### src/hw/mmu_pkg.sv
/*
 * MMU shared definitions: address and page table widths,
 * PTE and TLB entry layouts, privilege level encoding
 */
package mmu_pkg;

  localparam int VADDR_W       = 32;
  localparam int PADDR_W       = 34;
  localparam int PAGE_OFFSET_W = 12;
  localparam int VPN_SEG_W     = 10;
  localparam int PT_LEVELS     = 2;
  localparam int PPN_W         = 22;
  localparam int PTE_W         = 32;
  localparam int DOMAIN_W      = 2;

  localparam int VTAG_W  = VADDR_W - PAGE_OFFSET_W;
  localparam int LEVEL_W = $clog2(PT_LEVELS);

  typedef logic [VTAG_W-1:0]  vtag_t;
  typedef logic [PPN_W-1:0]   ppn_t;
  typedef logic [PADDR_W-1:0] paddr_t;
  typedef logic [LEVEL_W-1:0] level_t;

  // Sv32 style PTE, flags in the low byte
  typedef struct packed {
    ppn_t                     ppn;
    logic [PTE_W-PPN_W-9:0]   rsw;
    logic                     d;
    logic                     a;
    logic                     g;
    logic                     u;
    logic                     x;
    logic                     w;
    logic                     r;
    logic                     v;
  } pte_t;

  // Leaf fields kept per TLB slot
  typedef struct packed {
    ppn_t ppn;
    logic u;
    logic w;
    logic d;
  } tlb_entry_t;

  typedef enum logic [1:0] {
    priv_u = 2'd0,
    priv_s = 2'd1,
    priv_m = 2'd3
  } priv_e;

endpackage
### src/hw/ptw_req_if.sv
/*
 * Miss request and walk status link between the
 * translation pipeline and the page table walker
 */
`timescale 1ns/1ps

interface ptw_req_if;
  import mmu_pkg::*;

  logic  miss_v;
  vtag_t miss_vtag;
  logic  miss_store;
  logic  busy;
  logic  fault_v;

  modport pipe (
    output miss_v,
    output miss_vtag,
    output miss_store,
    input  busy,
    input  fault_v
  );

  modport walker (
    input  miss_v,
    input  miss_vtag,
    input  miss_store,
    output busy,
    output fault_v
  );

endinterface

### src/hw/mmu_top.sv
/*
 * Data-side MMU top level
 * Translation stage, data TLB and page table walker
 */
`timescale 1ns/1ps

module mmu_top #(
  parameter int TLB_ENTRIES = 4
) (
  input  logic                        clk_i,
  input  logic                        reset_i,
  input  logic                        cmd_v_i,
  input  logic                        cmd_store_i,
  input  logic [mmu_pkg::VADDR_W-1:0] cmd_vaddr_i,
  input  mmu_pkg::priv_e              priv_i,
  input  logic                        sum_i,
  input  logic                        satp_mode_i,
  input  mmu_pkg::ppn_t               satp_ppn_i,
  input  logic                        flush_i,
  output logic                        cmd_ready_o,
  output logic                        resp_v_o,
  output mmu_pkg::paddr_t             resp_paddr_o,
  output logic                        resp_miss_o,
  output logic                        resp_load_page_fault_o,
  output logic                        resp_store_page_fault_o,
  output logic                        resp_access_fault_o,
  output logic                        walk_req_v_o,
  output mmu_pkg::paddr_t             walk_req_addr_o,
  input  logic                        walk_resp_v_i,
  input  mmu_pkg::pte_t               walk_resp_data_i
);
  import mmu_pkg::*;

  vtag_t      tlb_vtag;
  logic       tlb_hit;
  tlb_entry_t tlb_entry;
  logic       fill_v;
  vtag_t      fill_vtag;
  tlb_entry_t fill_entry;

  ptw_req_if i_ptw_req ();

  mmu_pipe i_mmu_pipe (
    .clk_i                   (clk_i),
    .reset_i                 (reset_i),
    .cmd_v_i                 (cmd_v_i),
    .cmd_store_i             (cmd_store_i),
    .cmd_vaddr_i             (cmd_vaddr_i),
    .priv_i                  (priv_i),
    .sum_i                   (sum_i),
    .satp_mode_i             (satp_mode_i),
    .flush_i                 (flush_i),
    .cmd_ready_o             (cmd_ready_o),
    .tlb_vtag_o              (tlb_vtag),
    .tlb_hit_i               (tlb_hit),
    .tlb_entry_i             (tlb_entry),
    .resp_v_o                (resp_v_o),
    .resp_paddr_o            (resp_paddr_o),
    .resp_miss_o             (resp_miss_o),
    .resp_load_page_fault_o  (resp_load_page_fault_o),
    .resp_store_page_fault_o (resp_store_page_fault_o),
    .resp_access_fault_o     (resp_access_fault_o),
    .ptw                     (i_ptw_req.pipe)
  );

  dtlb #(
    .TLB_ENTRIES (TLB_ENTRIES)
  ) i_dtlb (
    .clk_i        (clk_i),
    .reset_i      (reset_i),
    .flush_i      (flush_i),
    .r_vtag_i     (tlb_vtag),
    .r_hit_o      (tlb_hit),
    .r_entry_o    (tlb_entry),
    .fill_v_i     (fill_v),
    .fill_vtag_i  (fill_vtag),
    .fill_entry_i (fill_entry)
  );

  ptw_fsm i_ptw_fsm (
    .clk_i            (clk_i),
    .reset_i          (reset_i),
    .walk             (i_ptw_req.walker),
    .satp_ppn_i       (satp_ppn_i),
    .walk_req_v_o     (walk_req_v_o),
    .walk_req_addr_o  (walk_req_addr_o),
    .walk_resp_v_i    (walk_resp_v_i),
    .walk_resp_data_i (walk_resp_data_i),
    .fill_v_o         (fill_v),
    .fill_vtag_o      (fill_vtag),
    .fill_entry_o     (fill_entry)
  );

endmodule

### src/hw/mmu_pipe.sv
/*
 * Translation stage: command accept, permission and domain checks,
 * response register and walk request on a TLB miss
 */
`timescale 1ns/1ps

module mmu_pipe (
  input  logic                        clk_i,
  input  logic                        reset_i,
  input  logic                        cmd_v_i,
  input  logic                        cmd_store_i,
  input  logic [mmu_pkg::VADDR_W-1:0] cmd_vaddr_i,
  input  mmu_pkg::priv_e              priv_i,
  input  logic                        sum_i,
  input  logic                        satp_mode_i,
  input  logic                        flush_i,
  output logic                        cmd_ready_o,
  output mmu_pkg::vtag_t              tlb_vtag_o,
  input  logic                        tlb_hit_i,
  input  mmu_pkg::tlb_entry_t         tlb_entry_i,
  output logic                        resp_v_o,
  output mmu_pkg::paddr_t             resp_paddr_o,
  output logic                        resp_miss_o,
  output logic                        resp_load_page_fault_o,
  output logic                        resp_store_page_fault_o,
  output logic                        resp_access_fault_o,
  ptw_req_if.pipe                     ptw
);
  import mmu_pkg::*;

  logic   accept;
  logic   xlate;
  logic   hit;
  logic   priv_fault;
  logic   load_pf;
  logic   store_pf;
  logic   access_fault;
  logic   miss;
  paddr_t paddr;

  logic   resp_v_r;
  logic   miss_r;
  logic   load_pf_r;
  logic   store_pf_r;
  logic   access_fault_r;
  paddr_t paddr_r;
  vtag_t  vtag_r;
  logic   store_r;
  logic   walk_store_r;

  assign cmd_ready_o = ~ptw.busy;
  assign accept      = cmd_v_i & cmd_ready_o;
  assign tlb_vtag_o  = cmd_vaddr_i[VADDR_W-1:PAGE_OFFSET_W];

  assign xlate = satp_mode_i & (priv_i != priv_m);
  // sfence in the same cycle hides the old mapping
  assign hit   = tlb_hit_i & ~flush_i;

  assign priv_fault = ((priv_i == priv_s) & ~sum_i & tlb_entry_i.u)
                    | ((priv_i == priv_u) & ~tlb_entry_i.u);

  assign load_pf  = xlate & hit & ~cmd_store_i & priv_fault;
  assign store_pf = xlate & hit & cmd_store_i
                  & (priv_fault | ~tlb_entry_i.w | ~tlb_entry_i.d);
  assign access_fault = xlate & hit & ~load_pf & ~store_pf
                      & (|tlb_entry_i.ppn[PPN_W-1 -: DOMAIN_W]);
  assign miss = xlate & ~hit;

  always_comb begin
    if (!xlate) begin
      paddr = paddr_t'(cmd_vaddr_i);
    end else if (hit) begin
      paddr = {tlb_entry_i.ppn, cmd_vaddr_i[PAGE_OFFSET_W-1:0]};
    end else begin
      paddr = '0;
    end
  end

  // Walk faults never share a cycle with an accepted command
  always_ff @(posedge clk_i) begin
    if (reset_i) begin
      resp_v_r       <= 1'b0;
      miss_r         <= 1'b0;
      load_pf_r      <= 1'b0;
      store_pf_r     <= 1'b0;
      access_fault_r <= 1'b0;
    end else if (ptw.fault_v) begin
      resp_v_r       <= 1'b1;
      miss_r         <= 1'b0;
      load_pf_r      <= ~walk_store_r;
      store_pf_r     <= walk_store_r;
      access_fault_r <= 1'b0;
    end else begin
      resp_v_r       <= accept;
      miss_r         <= accept & miss;
      load_pf_r      <= accept & load_pf;
      store_pf_r     <= accept & store_pf;
      access_fault_r <= accept & access_fault;
    end
  end

  always_ff @(posedge clk_i) begin
    if (ptw.fault_v) begin
      paddr_r <= '0;
    end else if (accept) begin
      paddr_r <= paddr;
      vtag_r  <= tlb_vtag_o;
      store_r <= cmd_store_i;
    end
    // Kind of the walked access, for a later fault response
    if (ptw.miss_v) begin
      walk_store_r <= ptw.miss_store;
    end
  end

  assign ptw.miss_v     = resp_v_r & miss_r & ~ptw.busy;
  assign ptw.miss_vtag  = vtag_r;
  assign ptw.miss_store = store_r;

  assign resp_v_o                = resp_v_r;
  assign resp_paddr_o            = paddr_r;
  assign resp_miss_o             = miss_r;
  assign resp_load_page_fault_o  = load_pf_r;
  assign resp_store_page_fault_o = store_pf_r;
  assign resp_access_fault_o     = access_fault_r;

endmodule

### src/hw/ptw_fsm.sv
/*
 * Page table walker: request, wait, fill and fault states,
 * PTE address forming and PTE checks per level
 */
`timescale 1ns/1ps

module ptw_fsm (
  input  logic                clk_i,
  input  logic                reset_i,
  ptw_req_if.walker           walk,
  input  mmu_pkg::ppn_t       satp_ppn_i,
  output logic                walk_req_v_o,
  output mmu_pkg::paddr_t     walk_req_addr_o,
  input  logic                walk_resp_v_i,
  input  mmu_pkg::pte_t       walk_resp_data_i,
  output logic                fill_v_o,
  output mmu_pkg::vtag_t      fill_vtag_o,
  output mmu_pkg::tlb_entry_t fill_entry_o
);
  import mmu_pkg::*;

  typedef enum logic [2:0] {
    s_idle,
    s_req,
    s_wait,
    s_fill,
    s_fault
  } state_e;

  state_e               state_r;
  state_e               state_n;
  vtag_t                vtag_r;
  ppn_t                 base_r;
  tlb_entry_t           entry_r;
  level_t               level;
  logic                 last;
  logic                 start;
  logic                 step;
  logic                 pte_leaf;
  logic                 pte_fault;
  logic [VPN_SEG_W-1:0] vpn_seg;

  assign pte_leaf  = walk_resp_data_i.r | walk_resp_data_i.x;
  // Superpages are not supported, so only level 0 may hold a leaf
  assign pte_fault = ~walk_resp_data_i.v
                   | (walk_resp_data_i.w & ~walk_resp_data_i.r)
                   | (pte_leaf & ~last)
                   | (~pte_leaf & last);

  assign start = (state_r == s_idle) & walk.miss_v;
  assign step  = (state_r == s_wait) & walk_resp_v_i & ~pte_fault & ~pte_leaf;

  walk_level_counter i_level (
    .clk_i   (clk_i),
    .reset_i (reset_i),
    .start_i (start),
    .step_i  (step),
    .level_o (level),
    .last_o  (last)
  );

  always_comb begin
    state_n = state_r;
    case (state_r)
      s_idle: begin
        if (walk.miss_v) begin
          state_n = s_req;
        end
      end
      s_req: begin
        state_n = s_wait;
      end
      s_wait: begin
        if (walk_resp_v_i) begin
          if (pte_fault) begin
            state_n = s_fault;
          end else if (pte_leaf) begin
            state_n = s_fill;
          end else begin
            state_n = s_req;
          end
        end
      end
      default: begin
        state_n = s_idle;
      end
    endcase
  end

  always_ff @(posedge clk_i) begin
    if (reset_i) begin
      state_r <= s_idle;
    end else begin
      state_r <= state_n;
    end
  end

  // Walk context and leaf capture
  always_ff @(posedge clk_i) begin
    if (start) begin
      vtag_r <= walk.miss_vtag;
      base_r <= satp_ppn_i;
    end else if (step) begin
      base_r <= walk_resp_data_i.ppn;
    end
    if ((state_r == s_wait) && walk_resp_v_i) begin
      entry_r.ppn <= walk_resp_data_i.ppn;
      entry_r.u   <= walk_resp_data_i.u;
      entry_r.w   <= walk_resp_data_i.w;
      entry_r.d   <= walk_resp_data_i.d;
    end
  end

  assign vpn_seg         = vtag_r[level * VPN_SEG_W +: VPN_SEG_W];
  assign walk_req_addr_o = {base_r, vpn_seg, 2'b00};
  assign walk_req_v_o    = (state_r == s_req);

  assign fill_v_o     = (state_r == s_fill);
  assign fill_vtag_o  = vtag_r;
  assign fill_entry_o = entry_r;

  assign walk.busy    = (state_r != s_idle);
  assign walk.fault_v = (state_r == s_fault);

endmodule

### src/hw/walk_level_counter.sv
/*
 * Page table level counter for the walker
 */
`timescale 1ns/1ps

module walk_level_counter (
  input  logic            clk_i,
  input  logic            reset_i,
  input  logic            start_i,
  input  logic            step_i,
  output mmu_pkg::level_t level_o,
  output logic            last_o
);
  import mmu_pkg::*;

  level_t level_r;

  always_ff @(posedge clk_i) begin
    if (reset_i) begin
      level_r <= '0;
    end else if (start_i) begin
      level_r <= level_t'(PT_LEVELS - 1);
    end else if (step_i && (level_r != '0)) begin
      level_r <= level_r - 1'b1;
    end
  end

  assign level_o = level_r;
  assign last_o  = (level_r == '0);

endmodule

### src/hw/dtlb.sv
/*
 * Fully associative data TLB
 * Parallel tag compare, round-robin fill, flush of all entries
 */
`timescale 1ns/1ps

module dtlb #(
  parameter int TLB_ENTRIES = 4
) (
  input  logic                clk_i,
  input  logic                reset_i,
  input  logic                flush_i,
  input  mmu_pkg::vtag_t      r_vtag_i,
  output logic                r_hit_o,
  output mmu_pkg::tlb_entry_t r_entry_o,
  input  logic                fill_v_i,
  input  mmu_pkg::vtag_t      fill_vtag_i,
  input  mmu_pkg::tlb_entry_t fill_entry_i
);
  import mmu_pkg::*;

  localparam int IDX_W = (TLB_ENTRIES > 1) ? $clog2(TLB_ENTRIES) : 1;

  logic [TLB_ENTRIES-1:0] valid_r;
  vtag_t                  tag_r   [TLB_ENTRIES];
  tlb_entry_t             entry_r [TLB_ENTRIES];
  logic [IDX_W-1:0]       victim_r;
  logic [TLB_ENTRIES-1:0] match;

  // At most one slot holds a given tag
  always_comb begin
    r_entry_o = '0;
    for (int i = 0; i < TLB_ENTRIES; i++) begin
      match[i] = valid_r[i] & (tag_r[i] == r_vtag_i);
      if (match[i]) begin
        r_entry_o = entry_r[i];
      end
    end
  end

  assign r_hit_o = |match;

  always_ff @(posedge clk_i) begin
    if (fill_v_i) begin
      tag_r[victim_r]   <= fill_vtag_i;
      entry_r[victim_r] <= fill_entry_i;
    end
  end

  always_ff @(posedge clk_i) begin
    if (reset_i) begin
      valid_r  <= '0;
      victim_r <= '0;
    end else begin
      if (flush_i) begin
        valid_r <= '0;
      end
      // A fill in the flush cycle still lands
      if (fill_v_i) begin
        valid_r[victim_r] <= 1'b1;
        if (victim_r == IDX_W'(TLB_ENTRIES - 1)) begin
          victim_r <= '0;
        end else begin
          victim_r <= victim_r + 1'b1;
        end
      end
    end
  end

endmodule

### config.mk
export PLATFORM = sky130hd
export DESIGN_NAME = mmu_top
export DESIGN_NICKNAME = d
export VERILOG_FILES = /design/src/hw/mmu_pkg.sv /design/src/hw/ptw_req_if.sv /design/src/hw/mmu_top.sv /design/src/hw/mmu_pipe.sv /design/src/hw/ptw_fsm.sv /design/src/hw/walk_level_counter.sv /design/src/hw/dtlb.sv
export SDC_FILE = /design/constraint.sdc
export NUM_CORES = 1
export LEC_CHECK = 0
export ABC_AREA = 1
export ABC_CLOCK_PERIOD_IN_PS = 3100
export BUFFER_PORTS_ARGS = -buffer_cell sky130_fd_sc_hd__buf_2
export CORE_MARGIN = 2
export CORE_UTILIZATION = 50
export CTS_CLUSTER_SIZE = 16
export DETAILED_ROUTE_END_ITERATION = 10
export PLACE_DENSITY = 0.82
export SKIP_CTS_REPAIR_TIMING = 1
export SYNTH_ARGS = -nofsm -noshare
export SYNTH_HDL_FRONTEND = slang
export SYNTH_HIERARCHICAL = 1
export SYNTH_SLANG_ARGS = --single-unit
export TNS_END_PERCENT = 50
### constraint.sdc
create_clock -name clk_i -period 3.1 [get_ports clk_i]
set_clock_uncertainty 0.1 [all_clocks]
set_input_delay 0.31 -clock clk_i [delete_from_list [all_inputs] [get_ports clk_i]]
set_output_delay 0.31 -clock clk_i [all_outputs]
set_load 0.03 [all_outputs]
==> impl_metrics.tcl <==
set metrics [dict create \
    grt_util_all_layers 0.2181 \
    drive_above_1_share 0.2141 \
    port_buffers 164 \
    fin_area_mm2 0.01620 \
    final_max_slew_viol_count 0 \
    start_util 0.5114 \
    violations "design-rule violations" \
    worstPathRequired_ns 3.38 \
    power_frac_clock 0.420 \
    hold_path_class "in -> reg" \
    syn_area_mm2 0.01337 \
    cp_num_buf_inv 5 \
    critical_path.cell_chain "dlygate4sd3_1 -> buf_2 -> inv_2 -> nand2_1 -> o21ai_1 -> nor2_1 -> nand2_1 -> nor2_1 -> nand3_2 -> nand2_1 -> inv_2 -> nor2_4 -> nand2_1 -> nand2_1 -> nand2_1 -> inv_1 -> nand2_1 -> nand3_1 -> o21ai_0" \
    hold_violations 0 \
    coreArea_mm2 0.02613 \
    gp_congestion 0.9090 \
    clk_latency_ns 0.51 \
    ir_worst_vdd_mv 0.4665 \
    die_height_um 167.5 \
    r2r-end "i_mmu_pipe/resp_store_page_fault_o$_SDFF_PP0_" \
    outcome "finished with violations" \
    cpMostUsedCell "nand2_1" \
    dr_wl_met2_mm 16.26 \
    area_delta_synth_final_pct 21.18 \
    finalSetupViolCount 0 \
    netlist_top_cells_area "edfxtp_1, nand2_1, dfxtp_1" \
    grt_pass1_vias 9150 \
    grt_pass1_wl_mm 47.63 \
    grt_max_degree 51 \
    cp_slowest_cell "dlygate4sd3_1" \
    path_clk_slew_ns 0.06 \
    power.switching_w 0.001988 \
    synth.avg_cell_area_um2 10.62 \
    finalWirelength_mm 32.63 \
    power.density_mw_per_mm2 559.4 \
    cts_buffers 34 \
    synth_edf_count 269 \
    postRouteAntennaNets 0 \
    cts.sinks 318 \
    min_to "i_ptw_fsm/base_r[13]$_DFFE_PP_" \
    combPwrFrac 0.061 \
    fin_setup_tns_ns 0 \
    cts_root_buf "clkbuf_16" \
    reg2reg_depth 16 \
    diodes 0 \
    critical-path-max-stage-delay_ns 0.52 \
    yosys.area.top_type_share 0.6044 \
    ys_ff_latch 318 \
    dr.pass1.iters 8 \
    ctsLongestPathBuffers 3 \
    maxCapViolations 0 \
    io_pins 171 \
    dr_wl_met3_mm 2.274 \
    antenna_found_initial 0 \
    routed.top_layer "met4" \
    holdPathStages 3 \
    dieArea_mm2 0.02805 \
    yosys_warnings 6 \
    cp.arrival_ns 3.09 \
    placed_cell_area_mm2 0.01450 \
    synth_top_cell_by_area "edfxtp_1" \
    rows 59 \
    pwr-share-seq 0.519 \
    final_core_util 0.6197 \
    die_w_um 167.5 \
    seqCellArea_mm2 0.009059 \
    swShare 0.2194 \
    routed-via-count 9631 \
    seq_area_frac_synth 0.6778 \
    synthFlopType "edfxtp_1" \
    period_share 0.9068 \
    fmax_mhz 355.7 \
    drc_errors 3 \
    r2r_start "i_dtlb/tag_r[1][13]$_DFFE_PP_" \
    rsz0062_at_grt "false" \
    multiInputGateArea_mm2 0.003463 \
    cp-end-kind "flop" \
    yosysUniqueCellTypes 37 \
    final_nets 1599 \
    routedWlPerCell_um 17.56 \
    htree_levels 2 \
    cp-start-kind "primary input" \
    grt_overflow_total 0 \
    min_from "satp_ppn_i[13]" \
    routed_via_density 5.184 \
    crit_fanout 14 \
    drt-met1-wl_mm 12.84 \
    path_delay_family "simple AND/OR/NAND/NOR gates" \
    reg2reg_slack_ns 0.48 \
    min_period_ns 2.811 \
    relSlewSlack 0.1939 \
    cts_tree "done" \
    leakagePower_nw 6.994 \
    synthCells 1259 \
    path_class "in -> reg" \
    async_flop_share 0 \
    drt_iter0_markers 893 \
    hold_slack_ns 0.002662 \
    dp_hpwl_mm 20.88 \
    fill_cells 1958 \
    tightest_slew_ns 1.209 \
    internal_power_w 0.007072 \
]
==> per-layer routing <==
layer / vias up / global-route usage
li1: 4573 / -
met1: 4542 / 0.2659
met2: 411 / 0.3859
met3: 105 / 0.03829
met4: 0 / 0.08809
met5: - / 0
==> metrics by stage <==
| step | total power (W) | setup slack, ns | instances |
|---|---|---|---|
| after floorplan | 0.005095 | 0.1225 | 1260 |
| after global placement | 0.005253 | 0.4516 | 1733 |
| after detailed placement | 0.005265 | 0.3991 | 1733 |
| after CTS | 0.009034 | 0.5130 | 1793 |
| after global routing | 0.009309 | 0.1035 | 1858 |
| final | 0.009060 | 0.2888 | 1858 |
==> worst max-delay path by stage <==
| stage | slack [ns] | depth (start not counted) | endpoint | start |
|---|---|---|---|---|
| finish | 0.29 | 19 | i_mmu_pipe/resp_store_page_fault_o$_SDFF_PP0_ | cmd_vaddr_i[31] |
| global placement | 0.45 | 18 | i_mmu_pipe/resp_store_page_fault_o$_SDFF_PP0_ | cmd_vaddr_i[31] |
| CTS | 0.51 | 16 | i_mmu_pipe/resp_store_page_fault_o$_SDFF_PP0_ | i_dtlb/tag_r[1][5]$_DFFE_PP_ |
| floorplan | 0.12 | 4 | i_ptw_fsm/base_r[0]$_DFFE_PP_ | i_ptw_fsm/state_r[1]$_SDFFE_PP0P_ |
| detailed placement | 0.40 | 16 | i_mmu_pipe/resp_store_page_fault_o$_SDFF_PP0_ | cmd_vaddr_i[19] |
| global route | 0.10 | 19 | i_mmu_pipe/resp_store_page_fault_o$_SDFF_PP0_ | cmd_vaddr_i[31] |
==> cell usage after synthesis (3+ instances only) <==
| cell type | count |
|---|---|
| o22ai_1 | 4 |
| inv_1 | 96 |
| a21oi_1 | 22 |
| dfxtp_1 | 49 |
| mux2_2 | 10 |
| nor2_4 | 3 |
| nand4_1 | 14 |
| nand3_1 | 22 |
| xnor2_1 | 12 |
| o21ai_1 | 26 |
| ha_1 | 4 |
| nand2_1 | 438 |
| nand2_2 | 33 |
| buf_6 | 5 |
| xor2_1 | 7 |
| edfxtp_1 | 269 |
| buf_2 | 15 |
| nor2_1 | 114 |
| buf_4 | 25 |
| nand3_2 | 3 |
| clkbuf_1 | 8 |
| nor3_1 | 4 |
| o21ai_0 | 34 |
| inv_2 | 26 |
==> sequential cells by signal, indices dropped and copies added, names as in the netlist <==
name / cells
i_mmu_pipe/resp_load_page_fault_o: 1
i_dtlb/entry_r: 100
i_mmu_pipe/resp_v_o: 1
i_mmu_pipe/resp_store_page_fault_o: 1
i_mmu_pipe/resp_paddr_o: 34
i_ptw_fsm/fill_entry_o: 25
i_dtlb/victim_r: 2
i_mmu_pipe/walk_store_r: 1
i_mmu_pipe/ptw.miss_vtag: 20
i_mmu_pipe/ptw.miss_store: 1
i_ptw_fsm/state_r: 3
i_ptw_fsm/i_level/level_o: 1
i_dtlb/valid_r: 4
i_mmu_pipe/resp_access_fault_o: 1
i_ptw_fsm/base_r: 22
i_ptw_fsm/fill_vtag_o: 20
i_mmu_pipe/resp_miss_o: 1
i_dtlb/tag_r: 80
==> layout make-up <==
class                           count  share of cell area
Clock buffer                       43             0.05709
Clock inverter                     17            0.007726
Inverter                          122             0.02828
Multi-Input combinational cell    764              0.2138
Sequential cell                   318              0.5593
Tap cell                          335             0.02588
Timing Repair Buffer              259              0.1078
==> power by group through the flow <==
stage	combinational (W)	sequential, W	clock, W
final	0.000554	0.00470	0.00381
after global routing	0.000598	0.00470	0.00401
after CTS	0.000479	0.00470	0.00386
after detailed placement	0.000477	0.00479	0
after global placement	0.000467	0.00479	0
after floorplan	0.000217	0.00488	0
==> cells by family after synthesis <==
kind of cell             after synthesis  synth area share
XOR/XNOR                              19           0.01245
AO/OA/AOI/OAI                         92           0.03604
AND/OR/NAND/NOR                      637            0.1976
other                                  1         0.0002806
flip-flops                           318            0.6778
adder cells (fa/ha/maj)                4          0.003745
buffers and inverters                178           0.06366
multiplexers                          10          0.008426
==> layout by cell type (no fill, tap or decap), types with 33 or more instances in the layout <==
master         instances
nand2_1              438
edfxtp_1             269
buf_2                164
nor2_1               114
inv_1                 96
dlygate4sd3_1         65
dfxtp_1               49
clkbuf_16             34
o21ai_0               34
nand2_2               33
==> worst min-delay path, cell delays in order <==
cell and delay [ns]:
buf_2 0.09, nand2_1 0.05, nand2_1 0.05
Note: power is estimated with default switching activity, not from simulation.
